File: config.mk
export PLATFORM = sky130hd
export DESIGN_NAME = periph_top
export DESIGN_NICKNAME = d
export VERILOG_FILES = /design/src/hw/periph_pkg.sv /design/src/hw/periph_decoder.sv /design/src/hw/edge_counter_periph.sv /design/src/hw/gpio_ctrl.sv /design/src/hw/periph_readback.sv /design/src/hw/periph_top.sv
export SDC_FILE = /design/constraint.sdc
export NUM_CORES = 1
export LEC_CHECK = 0
export CORE_AREA = 2 2 100 199
export CTS_CLUSTER_SIZE = 24
export DETAILED_ROUTE_END_ITERATION = 10
export DIE_AREA = 0 0 102 201
export DONT_BUFFER_PORTS = 1
export PLACE_DENSITY = 0.77
export SETUP_SLACK_MARGIN = 0.3
export SYNTH_ARGS = -nofsm -noshare
export SYNTH_HDL_FRONTEND = slang
export SYNTH_SLANG_ARGS = --single-unit
File: constraint.sdc
create_clock -name clk -period 3.4 [get_ports clk]
set_clock_uncertainty 0.2 [all_clocks]
set_input_delay 0.51 -clock clk [delete_from_list [all_inputs] [get_ports clk]]
set_output_delay 0.51 -clock clk [all_outputs]
set_load 0.02 [all_outputs]
File: src/hw/periph_pkg.sv
// Peripheral subsystem package: address map, size codes, request and select structs
`default_nettype none

package periph_pkg;

    // Number of byte-wide edge-counter peripherals
    localparam int NUM_SIMPLE = 8;

    // Request address width, bit 8 splits GPIO from counter space
    localparam int ADDR_W = 9;

    // GPIO register offsets
    localparam logic [5:0] GPIO_OUT_OFS   = 6'h00;
    localparam logic [5:0] GPIO_IN_OFS    = 6'h04;
    localparam logic [5:0] GPIO_FSEL_BASE = 6'h20;

    // Counter register offsets
    localparam logic [3:0] CNT_REG_PIN     = 4'd0;
    localparam logic [3:0] CNT_REG_COUNT   = 4'd1;
    localparam logic [3:0] CNT_REG_PATTERN = 4'd2;

    // Output function select codes
    localparam logic [3:0] FSEL_GPIO     = 4'd0;
    localparam logic [3:0] FSEL_CNT_BASE = 4'd8;

    // Access size, all ones means no access
    typedef enum logic [1:0] {
        SZ_BYTE = 2'b00,
        SZ_HALF = 2'b01,
        SZ_WORD = 2'b10,
        SZ_NONE = 2'b11
    } size_code_t;

    typedef struct packed {
        logic [ADDR_W-1:0] addr;
        logic [31:0]       wdata;
        size_code_t        wsize;
        size_code_t        rsize;
    } periph_req_t;

    typedef struct packed {
        logic                  gpio;
        logic [NUM_SIMPLE-1:0] cnt;
        logic [3:0]            reg_ofs;
    } periph_sel_t;

endpackage

`default_nettype wire

File: src/hw/periph_decoder.sv
// Address and access size decoder producing block selects and write strobes
`default_nettype none

module periph_decoder (
    input  periph_pkg::periph_req_t req,
    output periph_pkg::periph_sel_t sel,
    output logic [7:0]              cnt_wr,
    output logic                    gpio_wr
);
    import periph_pkg::*;

    logic is_cnt;
    logic wr_any;

    // Top address bit picks the counter space
    assign is_cnt = req.addr[ADDR_W-1];
    assign wr_any = req.wsize != SZ_NONE;

    always_comb begin
        sel         = '0;
        sel.gpio    = !is_cnt;
        sel.reg_ofs = req.addr[3:0];
        if (is_cnt) begin
            sel.cnt[req.addr[6:4]] = 1'b1;
        end
    end

    assign gpio_wr = sel.gpio && wr_any;

    // Counters take byte writes only, other sizes are dropped here
    assign cnt_wr = (req.wsize == SZ_BYTE) ? sel.cnt : 8'h00;

    // At most one counter selected, never together with GPIO, strobes within select
    always_comb begin
        a_sel_onehot: assert ($onehot0(sel.cnt) && !(sel.gpio && |sel.cnt)
                              && ((cnt_wr & ~sel.cnt) == 8'h00));
    end

endmodule

`default_nettype wire

File: src/hw/edge_counter_periph.sv
// Byte-access edge counter peripheral with pin select, wrapping count and output pattern
`default_nettype none

module edge_counter_periph (
    input  logic       clk,
    input  logic       rst_n,
    input  logic [7:0] ui_sync,
    input  logic [3:0] reg_ofs,
    input  logic       wr,
    input  logic [7:0] wdata,
    output logic [7:0] rdata,
    output logic [7:0] pattern
);
    import periph_pkg::*;

    logic [2:0] pin_sel;
    logic [7:0] count;
    logic [7:0] prev_sync;
    logic       rise;

    // Previous sample of the synchronized pins for edge detection
    always_ff @(posedge clk) begin
        prev_sync <= ui_sync;
    end

    assign rise = ui_sync[pin_sel] && !prev_sync[pin_sel];

    always_ff @(posedge clk) begin
        if (!rst_n) begin
            pin_sel <= '0;
            count   <= '0;
            pattern <= '0;
        end else begin
            if (wr && reg_ofs == CNT_REG_PIN) begin
                pin_sel <= wdata[2:0];
            end
            if (wr && reg_ofs == CNT_REG_PATTERN) begin
                pattern <= wdata;
            end
            // Any write to the count register clears it, ahead of an edge
            if (wr && reg_ofs == CNT_REG_COUNT) begin
                count <= '0;
            end else if (rise) begin
                count <= count + 8'd1;
            end
        end
    end

    always_comb begin
        case (reg_ofs)
            CNT_REG_PIN:     rdata = {5'b0, pin_sel};
            CNT_REG_COUNT:   rdata = count;
            CNT_REG_PATTERN: rdata = pattern;
            default:         rdata = 8'h00;
        endcase
    end

    a_count_step: assert property (@(posedge clk) disable iff (!rst_n)
        count == $past(count) || count == 8'(($past(count) + 8'd1)) || count == 8'd0);

endmodule

`default_nettype wire

File: src/hw/gpio_ctrl.sv
// GPIO output register, input readback, per-pin function selects and output pin mux
`default_nettype none

module gpio_ctrl (
    input  logic                    clk,
    input  logic                    rst_n,
    input  periph_pkg::periph_sel_t sel,
    input  logic [5:0]              addr,
    input  logic                    wr,
    input  logic [31:0]             wdata,
    input  logic [7:0]              ui_sync,
    input  logic [7:0][7:0]         patterns,
    output logic [31:0]             rdata,
    output logic [7:0]              uo_out
);
    import periph_pkg::*;

    logic [7:0]      gpio_out;
    logic [7:0][3:0] fsel;
    logic            is_fsel;
    logic [2:0]      fsel_idx;

    // Function selects sit one word apart from the base
    assign is_fsel  = addr[5] == GPIO_FSEL_BASE[5] && addr[1:0] == 2'b00;
    assign fsel_idx = addr[4:2];

    always_ff @(posedge clk) begin
        if (!rst_n) begin
            gpio_out <= '0;
            fsel     <= {8{FSEL_GPIO}};
        end else if (wr) begin
            if (addr == GPIO_OUT_OFS) begin
                gpio_out <= wdata[7:0];
            end
            if (is_fsel) begin
                fsel[fsel_idx] <= wdata[3:0];
            end
        end
    end

    always_comb begin
        rdata = 32'h0;
        if (sel.gpio) begin
            if (addr == GPIO_OUT_OFS) begin
                rdata = {24'h0, gpio_out};
            end else if (addr == GPIO_IN_OFS) begin
                rdata = {24'h0, ui_sync};
            end else if (is_fsel) begin
                rdata = {28'h0, fsel[fsel_idx]};
            end
        end
    end

    // Pin k takes bit k of the GPIO register or of the chosen counter's pattern
    always_comb begin
        logic [3:0] slot;
        uo_out = 8'h00;
        slot   = 4'h0;
        for (int i = 0; i < 8; i++) begin
            slot = fsel[i] - FSEL_CNT_BASE;
            if (fsel[i] == FSEL_GPIO) begin
                uo_out[i] = gpio_out[i];
            end else if (fsel[i] >= FSEL_CNT_BASE) begin
                uo_out[i] = patterns[slot[2:0]][i];
            end else begin
                // Codes 1 to 7 are unassigned
                uo_out[i] = 1'b0;
            end
        end
    end

endmodule

`default_nettype wire

File: src/hw/periph_readback.sv
// Read data mux, registered and held data_out, and data_ready generation
`default_nettype none

module periph_readback (
    input  logic                    clk,
    input  logic                    rst_n,
    input  periph_pkg::periph_req_t req,
    input  periph_pkg::periph_sel_t sel,
    input  logic [31:0]             gpio_rdata,
    input  logic [7:0][7:0]         cnt_rdata,
    input  logic                    data_read_complete,
    output logic [31:0]             data_out,
    output logic                    data_ready
);
    import periph_pkg::*;

    logic [31:0] rd_word;
    logic [31:0] data_q;
    logic        hold;
    logic        ready_q;
    logic        read_req;
    logic        write_req;
    logic        capture;

    assign read_req  = req.rsize != SZ_NONE;
    assign write_req = req.wsize != SZ_NONE;

    // Counter bytes are zero-extended into the word
    always_comb begin
        rd_word = 32'h0;
        if (sel.gpio) begin
            rd_word = gpio_rdata;
        end else begin
            for (int i = 0; i < NUM_SIMPLE; i++) begin
                if (sel.cnt[i]) begin
                    rd_word = {24'h0, cnt_rdata[i]};
                end
            end
        end
    end

    // No new capture while a result waits for data_read_complete
    assign capture = read_req && !hold;

    always_ff @(posedge clk) begin
        if (!rst_n) begin
            hold    <= 1'b0;
            ready_q <= 1'b0;
        end else begin
            ready_q <= capture;
            if (capture) begin
                hold <= 1'b1;
            end else if (data_read_complete) begin
                hold <= 1'b0;
            end
        end
    end

    always_ff @(posedge clk) begin
        if (capture) begin
            data_q <= rd_word;
        end
    end

    assign data_out = data_q;

    // Writes complete in the cycle they are presented
    assign data_ready = ready_q || write_req;

    a_hold_stable: assert property (@(posedge clk) disable iff (!rst_n)
        hold |=> $stable(data_out));

endmodule

`default_nettype wire

File: src/hw/periph_top.sv
// Peripheral subsystem top with the decoder, edge counters, GPIO block and readback
`default_nettype none

module periph_top (
    input  logic                    clk,
    input  logic                    rst_n,
    input  logic [7:0]              ui_in,
    input  periph_pkg::periph_req_t req,
    input  logic                    data_read_complete,
    output logic [7:0]              uo_out,
    output logic [31:0]             data_out,
    output logic                    data_ready
);
    import periph_pkg::*;

    periph_sel_t                 sel;
    logic [NUM_SIMPLE-1:0]       cnt_wr;
    logic                        gpio_wr;
    logic [7:0]                  ui_sync;
    logic [NUM_SIMPLE-1:0][7:0]  cnt_rdata;
    logic [NUM_SIMPLE-1:0][7:0]  patterns;
    logic [31:0]                 gpio_rdata;

    // Input pins sampled once for the counters and the GPIO readback
    always_ff @(posedge clk) begin
        ui_sync <= ui_in;
    end

    periph_decoder u_decoder (
        .req     (req),
        .sel     (sel),
        .cnt_wr  (cnt_wr),
        .gpio_wr (gpio_wr)
    );

    for (genvar i = 0; i < NUM_SIMPLE; i++) begin : g_cnt
        edge_counter_periph u_cnt (
            .clk     (clk),
            .rst_n   (rst_n),
            .ui_sync (ui_sync),
            .reg_ofs (sel.reg_ofs),
            .wr      (cnt_wr[i]),
            .wdata   (req.wdata[7:0]),
            .rdata   (cnt_rdata[i]),
            .pattern (patterns[i])
        );
    end

    gpio_ctrl u_gpio (
        .clk      (clk),
        .rst_n    (rst_n),
        .sel      (sel),
        .addr     (req.addr[5:0]),
        .wr       (gpio_wr),
        .wdata    (req.wdata),
        .ui_sync  (ui_sync),
        .patterns (patterns),
        .rdata    (gpio_rdata),
        .uo_out   (uo_out)
    );

    periph_readback u_readback (
        .clk                (clk),
        .rst_n              (rst_n),
        .req                (req),
        .sel                (sel),
        .gpio_rdata         (gpio_rdata),
        .cnt_rdata          (cnt_rdata),
        .data_read_complete (data_read_complete),
        .data_out           (data_out),
        .data_ready         (data_ready)
    );

endmodule

`default_nettype wire

; Word level (Yosys, flattened, before mapping)
; Cells that the tools add are included.
[word_totals]
ff_bits = 242
inputBits = 56
out_inout_bits = 41
elab_cells = 254
[classes]
add_sub_neg = 16
order_cmp = 28
eq_ne = 5
n_mux = 95
n_bitwise = 1
n_reduce_logical = 71
[op_table]
columns = cell, count
row1 = $bmux W8 S3, 8
row2 = $pmux W8 S3, 8
row3 = $mux W32, 3
row4 = $mux W8, 11
row5 = $lt A3 B4 Y1 const B, 18
row6 = $add A8 B1 Y8 const B, 8
row7 = $bmux W1 S3, 16
row8 = $logic_and A1 B1 Y1, 37
row9 = $logic_not A4 Y1, 9
row10 = $mux W1, 36
row11 = $bwmux W32, 1
row12 = $ge A4 B4 Y1 const B, 8
row13 = $sub A3 B1 Y3 const B, 8
row14 = $mux W4, 4
row15 = $reduce_or A2 Y1, 8
row16 = $bmux W4 S3, 1
row17 = $demux W4 S3, 1
row18 = $logic_not A1 Y1, 10
row19 = $mux W7, 1
row20 = $eq A6 B3 Y1 const B, 1
row21 = $ge A3 B1 Y1 const B, 2
row22 = $logic_not A6 Y1, 1
row23 = $mux W6, 1
row24 = $mux W5, 1
row25 = other kinds (11), 14

; Logic depth before layout (Yosys ltp)
[logic_depth]
ltp_word = 14
depth_mapped = 9
depth_no_buf = 5

; By module
; A second synthesis with hierarchy kept.
[hier_totals]
cells_unflattened = 1703
area_unflattened_um2 = 15442.3
[modules_own_cells]
columns = module, instances, cells_per_inst, area_per_inst_um2, seq_area_each_um2
row1 = edge_counter_periph, 8, 141, 1249.9, 540.5
row2 = gpio_ctrl, 1, 369, 3190.6, 800.8
row3 = periph_readback, 1, 169, 1931.9, 1001.0
row4 = periph_decoder, 1, 29, 160.2, 0.0
row5 = periph_top, 1, 8, 160.2, 160.2

; Least setup slack after synthesis
; OpenSTA, ideal clock, no wires.
[synth_path]
path_kind = input port to flip-flop
start = in req[39] (netlist name)
end = reg u_readback.data_q[1] (netlist: u_readback.data_out[1]), data pin
setup_ns = 0.265
arrival_time_ns = 2.184
required_ns = 2.935
setup_slack_ns = 0.751
cell_stages = 7
n_path_buf = 2
path_cell_list = buf_2 -> buf_2 -> mux4_2 -> mux2_2 -> a221oi_1 -> o32ai_1 -> or3_1
[synth_between]
elab_chain_cells = 11
elab_cells_between_ends = 27
classes_between = 3 x eq/ne / 22 x mux / 2 x reduce/logical
[synth_lines]
columns = item, line
row1 = "start, declared", periph_top.sv:8  ; input periph_pkg::periph_req_t req,
row2 = $eq A4 B2 Y1 (tied with other cells), edge_counter_periph.sv:50  ; case (reg_ofs)
row3 = $pmux W8 S3, edge_counter_periph.sv:50
row4 = $mux W8 (8 in series), periph_readback.sv:35  ; if (sel.cnt[i]) begin
row5 = $mux W32 (*), periph_readback.sv:31  ; if (sel.gpio) begin
row6 = via u_readback.rd_word[1], periph_readback.sv:17  ; logic [31:0] rd_word;
row7 = "end signal, assigned", periph_readback.sv:61  ; data_q <= rd_word;
row8 = "end, declared", periph_readback.sv:18  ; logic [31:0] data_q;
; The timed path passes the listed nets; every way through them passes the cells marked *. The select of a mux whose other input is x is not followed.
; A chain may end at the register's enable or synchronous reset.

; Final worst setup path
[layout_path]
start = reg u_gpio.fsel[4] (netlist name)
end = out uo_out[1]
[layout_between]
elab_chain_cells = 5
elab_cells_between_ends = 7
classes_between = 1 x add/sub / 1 x order compare / 4 x mux / 1 x reduce/logical
[layout_lines]
columns = item, line
row1 = "start, declared", gpio_ctrl.sv:19  ; logic [7:0][3:0] fsel;
row2 = "start signal, assigned", gpio_ctrl.sv:30  ; fsel <= {8{FSEL_GPIO}};
row3 = "start signal, assigned by index", gpio_ctrl.sv:36  ; fsel[fsel_idx] <= wdata[3:0];
row4 = $sub A3 B1 Y3, gpio_ctrl.sv:60  ; slot = fsel[i] - FSEL_CNT_BASE;
row5 = $bmux W8 S3, gpio_ctrl.sv:64  ; uo_out[i] = patterns[slot[2:0]][i];
row6 = $mux W2 (implied by the code), gpio_ctrl.sv:64
row7 = $mux W1, gpio_ctrl.sv:63  ; end else if (fsel[i] >= FSEL_CNT_BASE) begin
row8 = $mux W1 (*), gpio_ctrl.sv:61  ; if (fsel[i] == FSEL_GPIO) begin
row9 = "end, declared", periph_top.sv:10  ; output logic [7:0] uo_out,
; Every way passes the cells marked *; elsewhere a longest branch is shown, timed or not. The select of a mux whose other input is x is not followed.

==> impl_metrics.prom <==
# TYPE chip_impl_metric gauge
chip_impl_metric{name="gp_congestion",unit=""} 0.9796
chip_impl_metric{name="antenna_cells_inserted",unit=""} 0
chip_impl_metric{name="initial_utilization",unit="%"} 60.88
chip_impl_metric{name="fp.dieW",unit="um"} 102
chip_impl_info{name="type_of_element_capturing_the_critical_path",value="primary output"} 1
chip_impl_metric{name="irDropWorstVdd",unit="V"} 0.0004736
chip_impl_metric{name="clk_transition_reported_paths",unit="ns"} 0.07
chip_impl_metric{name="drt_pre_antenna_iters",unit=""} 6
chip_impl_metric{name="detailedRoute.firstIterationViolations",unit=""} 1187
chip_impl_metric{name="fillCellCount",unit=""} 1548
chip_impl_metric{name="arrival",unit="ns"} 2.14
chip_impl_metric{name="hold_vio_cnt_final",unit=""} 0
chip_impl_metric{name="seq_area_frac_synth",unit="%"} 38.22
chip_impl_info{name="r2r-end",value="g_cnt[4].u_cnt.count[6]"} 1
chip_impl_metric{name="floorplan.die.height",unit="um"} 201
chip_impl_metric{name="tns",unit="ns"} 0
chip_impl_metric{name="syn_avg_cell_area",unit="um^2"} 8.972
chip_impl_metric{name="detail_route.wirelength.met1",unit="um"} 13200
chip_impl_metric{name="slew_violations",unit=""} 0
chip_impl_metric{name="synthesis.instances",unit=""} 1296
chip_impl_metric{name="drcViolationCount",unit=""} 0
chip_impl_metric{name="boundaryPins",unit=""} 97
chip_impl_metric{name="row_count",unit=""} 72
chip_impl_metric{name="clkLatencyLatePin",unit="ns"} 0.52
chip_impl_metric{name="grt_first_pass_wirelength",unit="um"} 58350
chip_impl_info{name="post-synth-top-area-cell",value="dfxtp_1"} 1
chip_impl_metric{name="yosys_warning_total",unit=""} 0
chip_impl_info{name="highest-signal-layer",value="met4"} 1
chip_impl_info{name="hold_crit_path_type",value="input pin to register"} 1
chip_impl_metric{name="clkSinkCount",unit=""} 218
chip_impl_metric{name="total_leakage_power",unit="nW"} 4.353
chip_impl_metric{name="fmaxAchievable",unit="MHz"} 350.3
chip_impl_info{name="synth.area.top_cells",value="dfxtp_1, mux2i_1, mux4_2"} 1
chip_impl_metric{name="cts_max_level",unit=""} 1
chip_impl_metric{name="drt-total-wl",unit="um"} 38220
chip_impl_info{name="yosys.cell_count.top_type",value="dfxtp_1"} 1
chip_impl_info{name="clock_tree_from_tritoncts",value="built"} 1
chip_impl_metric{name="timing.critical_path.required",unit="ns"} 2.69
chip_impl_metric{name="port_buffers",unit=""} 0
chip_impl_metric{name="routed_via_density",unit=""} 6.894
chip_impl_metric{name="reg2regPathDepth",unit=""} 5
chip_impl_metric{name="layout_worst_path_cycle_share",unit="%"} 83.95
chip_impl_metric{name="critical_path_peak_fanout",unit=""} 5
chip_impl_metric{name="antenna_found_initial",unit=""} 0
chip_impl_metric{name="synthDistinctLibCells",unit=""} 75
chip_impl_metric{name="grt_pass1_vias",unit=""} 10066
chip_impl_metric{name="clock_tree.buffer_depth",unit=""} 3
chip_impl_info{name="criticalPathCategory",value="register to primary output"} 1
chip_impl_metric{name="drt-wirelength-per-cell",unit="um"} 24.88
chip_impl_info{name="crit_path_start",value="u_gpio.fsel[4]"} 1
chip_impl_info{name="crit_path_end",value="uo_out[1]"} 1
chip_impl_metric{name="core_area",unit="um^2"} 19100
chip_impl_metric{name="ant_nets",unit=""} 0
chip_impl_metric{name="power-per-cell-area",unit="nW/um^2"} 424.5
chip_impl_metric{name="via_count",unit=""} 10589
chip_impl_metric{name="area_of_the_mapped_netlist",unit="um^2"} 11630
chip_impl_metric{name="final_layout_size_suffix_gt1_share",unit="%"} 10.81
chip_impl_metric{name="ys_async_sr_fraction",unit="%"} 0
chip_impl_metric{name="fin_util",unit="%"} 65.74
chip_impl_info{name="clock_tree.root_cell",value="clkbuf_16"} 1
chip_impl_metric{name="postPlaceCellArea",unit="um^2"} 11700
chip_impl_metric{name="die-area",unit="um^2"} 20500
chip_impl_metric{name="overflow",unit=""} 0
chip_impl_info{name="worstSetupStartpointType",value="register"} 1
chip_impl_metric{name="grt_use_total",unit="%"} 37.63
chip_impl_metric{name="finish.instance_area",unit="um^2"} 12550
chip_impl_info{name="worst_r2r_startpoint",value="ui_sync[6]"} 1
chip_impl_metric{name="hpwlAfterDp",unit="um"} 27310
chip_impl_metric{name="postSynthRegisterBits",unit=""} 218
chip_impl_metric{name="layout.nets",unit=""} 1329
chip_impl_metric{name="setup_viol_count_final",unit=""} 0
chip_impl_metric{name="flow.area_growth_from_synthesis",unit="%"} 7.973
chip_impl_info{name="run_status",value="finished, final reports clean"} 1
chip_impl_metric{name="finalCriticalPeriod",unit="ns"} 2.854
chip_impl_metric{name="synth_enable_flop_cells",unit=""} 8
chip_impl_info{name="synthTopCellsByCount",value="dfxtp_1, nand2_1, a21oi_1"} 1
chip_impl_metric{name="max_slew_margin",unit="%"} 42.74
chip_impl_info{name="unrepaired_setup_endpoints_after_global_routing",value="no"} 1
chip_impl_metric{name="reg2reg_slack",unit="ns"} 0.64
chip_impl_metric{name="cts.repair.resized",unit=""} 0
chip_impl_metric{name="tightestPinTransition",unit="ns"} 0.8499
chip_impl_metric{name="maxCapViolCount",unit=""} 0
chip_impl_metric{name="wl_met2",unit="um"} 17700
chip_impl_info{name="synth-main-ff-cell",value="dfxtp_1"} 1
chip_impl_metric{name="wl_met3",unit="um"} 3507
chip_impl_metric{name="grt_start_max_net_pins",unit=""} 38
chip_impl_metric{name="tritoncts.num_buffers",unit=""} 20
chip_impl_metric{name="netlist.area_leader.share",unit="%"} 36.16
through the flow:
step	hold slack, ns	power, mW	cells	setup slack (ns)
2_1_floorplan	0.1508	3.008	1319	0.7508
3_3_place_gp	0.1843	3.007	1485	0.6773
3_5_place_dp	0.1795	3.018	1485	0.6565
4_1_cts	0.01715	5.330	1536	0.5526
5_1_grt	0.04287	5.445	1536	0.5345
6_report	0.02629	5.329	1536	0.5457
cells in the final DEF, fill, tap and decap left out, types with 9 or more instances in the layout:
cell           instances
a21oi_1              134
a221o_1                9
a221oi_1              11
a22oi_1               25
buf_4                 32
clkbuf_16             21
conb_1                24
dfxtp_1              210
dlygate4sd3_1         14
inv_1                  9
mux2_2                13
mux2i_1               96
mux4_2                38
nand2_1              144
nand2b_1              13
nand3_1              100
nand4_1               15
nor2_1                88
o21ai_0               45
o22ai_1               10
o2bb2ai_1             20
or3_1                 35
or4_1                 14
how the worst min path moves through the flow:
stage	startpoint	to	cells after the start
floorplan	ui_sync[3]	g_cnt[7].u_cnt.prev_sync[3]	0
global placement	ui_sync[4]	g_cnt[7].u_cnt.prev_sync[4]	0
detailed placement	ui_sync[5]	g_cnt[7].u_cnt.prev_sync[5]	0
CTS	data_read_complete	u_readback.hold	3
global route	data_read_complete	u_readback.hold	3
finish	data_read_complete	u_readback.hold	3
cell families (layout without fill, tap and decap cells):
family	Yosys count	after routing	share of synthesized area [%]
other cells	1	24	0.03225
xor+xnor	8	8	0.6026
fa+ha+maj	8	8	0.8609
compound gates	304	304	16.63
buf+inv	136	94	5.735
mux	149	149	17.34
flops	218	218	38.22
simple gates	472	472	20.59
sequential cells by signal, summed over array words and instances (netlist names):
register / count
g_cnt.u_cnt.pattern: 64
ui_sync: 8
g_cnt.u_cnt.count: 64
u_readback.data_out: 8
g_cnt.u_cnt.prev_sync: 8
g_cnt.u_cnt.pin_sel: 24
u_readback.hold: 1
u_gpio.gpio_out: 8
u_readback.ready_q: 1
u_gpio.fsel: 32
metal layers:
layer | vias to the layer above | track usage, %
met2 | 683 | 57.92
li1 | 4718 | -
met5 | - | 0
met4 | 0 | 30.19
met3 | 192 | 6.372
met1 | 4996 | 45.22
worst max-delay path: stages (launching register included):
cell and delay (ns):
dfxtp_1 0.54, mux4_2 0.61, nand3_1 0.10, o21ai_0 0.16, buf_4 0.21
final cells by class:
type | count | area [um^2] | area share (%)
Sequential cell | 218 | 4444 | 35.40
Multi-Input combinational cell | 965 | 6646 | 52.94
Tap cell | 259 | 324.1 | 2.581
Clock inverter | 4 | 46.29 | 0.3687
Timing Repair Buffer | 49 | 440.4 | 3.508
Inverter | 11 | 43.79 | 0.3488
Clock buffer | 30 | 609.3 | 4.854
timing repair:
item	CTS	global route
setup endpoints to repair	0	0
setup buffers	0	0
hold buffers	17	0
endpoints found under the hold margin	153	0
power breakdown:
part	leakage, nW	internal [mW]	switching [mW]
Clock	0.326	1.31	0.988
Sequential	1.78	2.61	0.0437
Combinational	2.24	0.122	0.257
(Power assumes the default switching activity.)
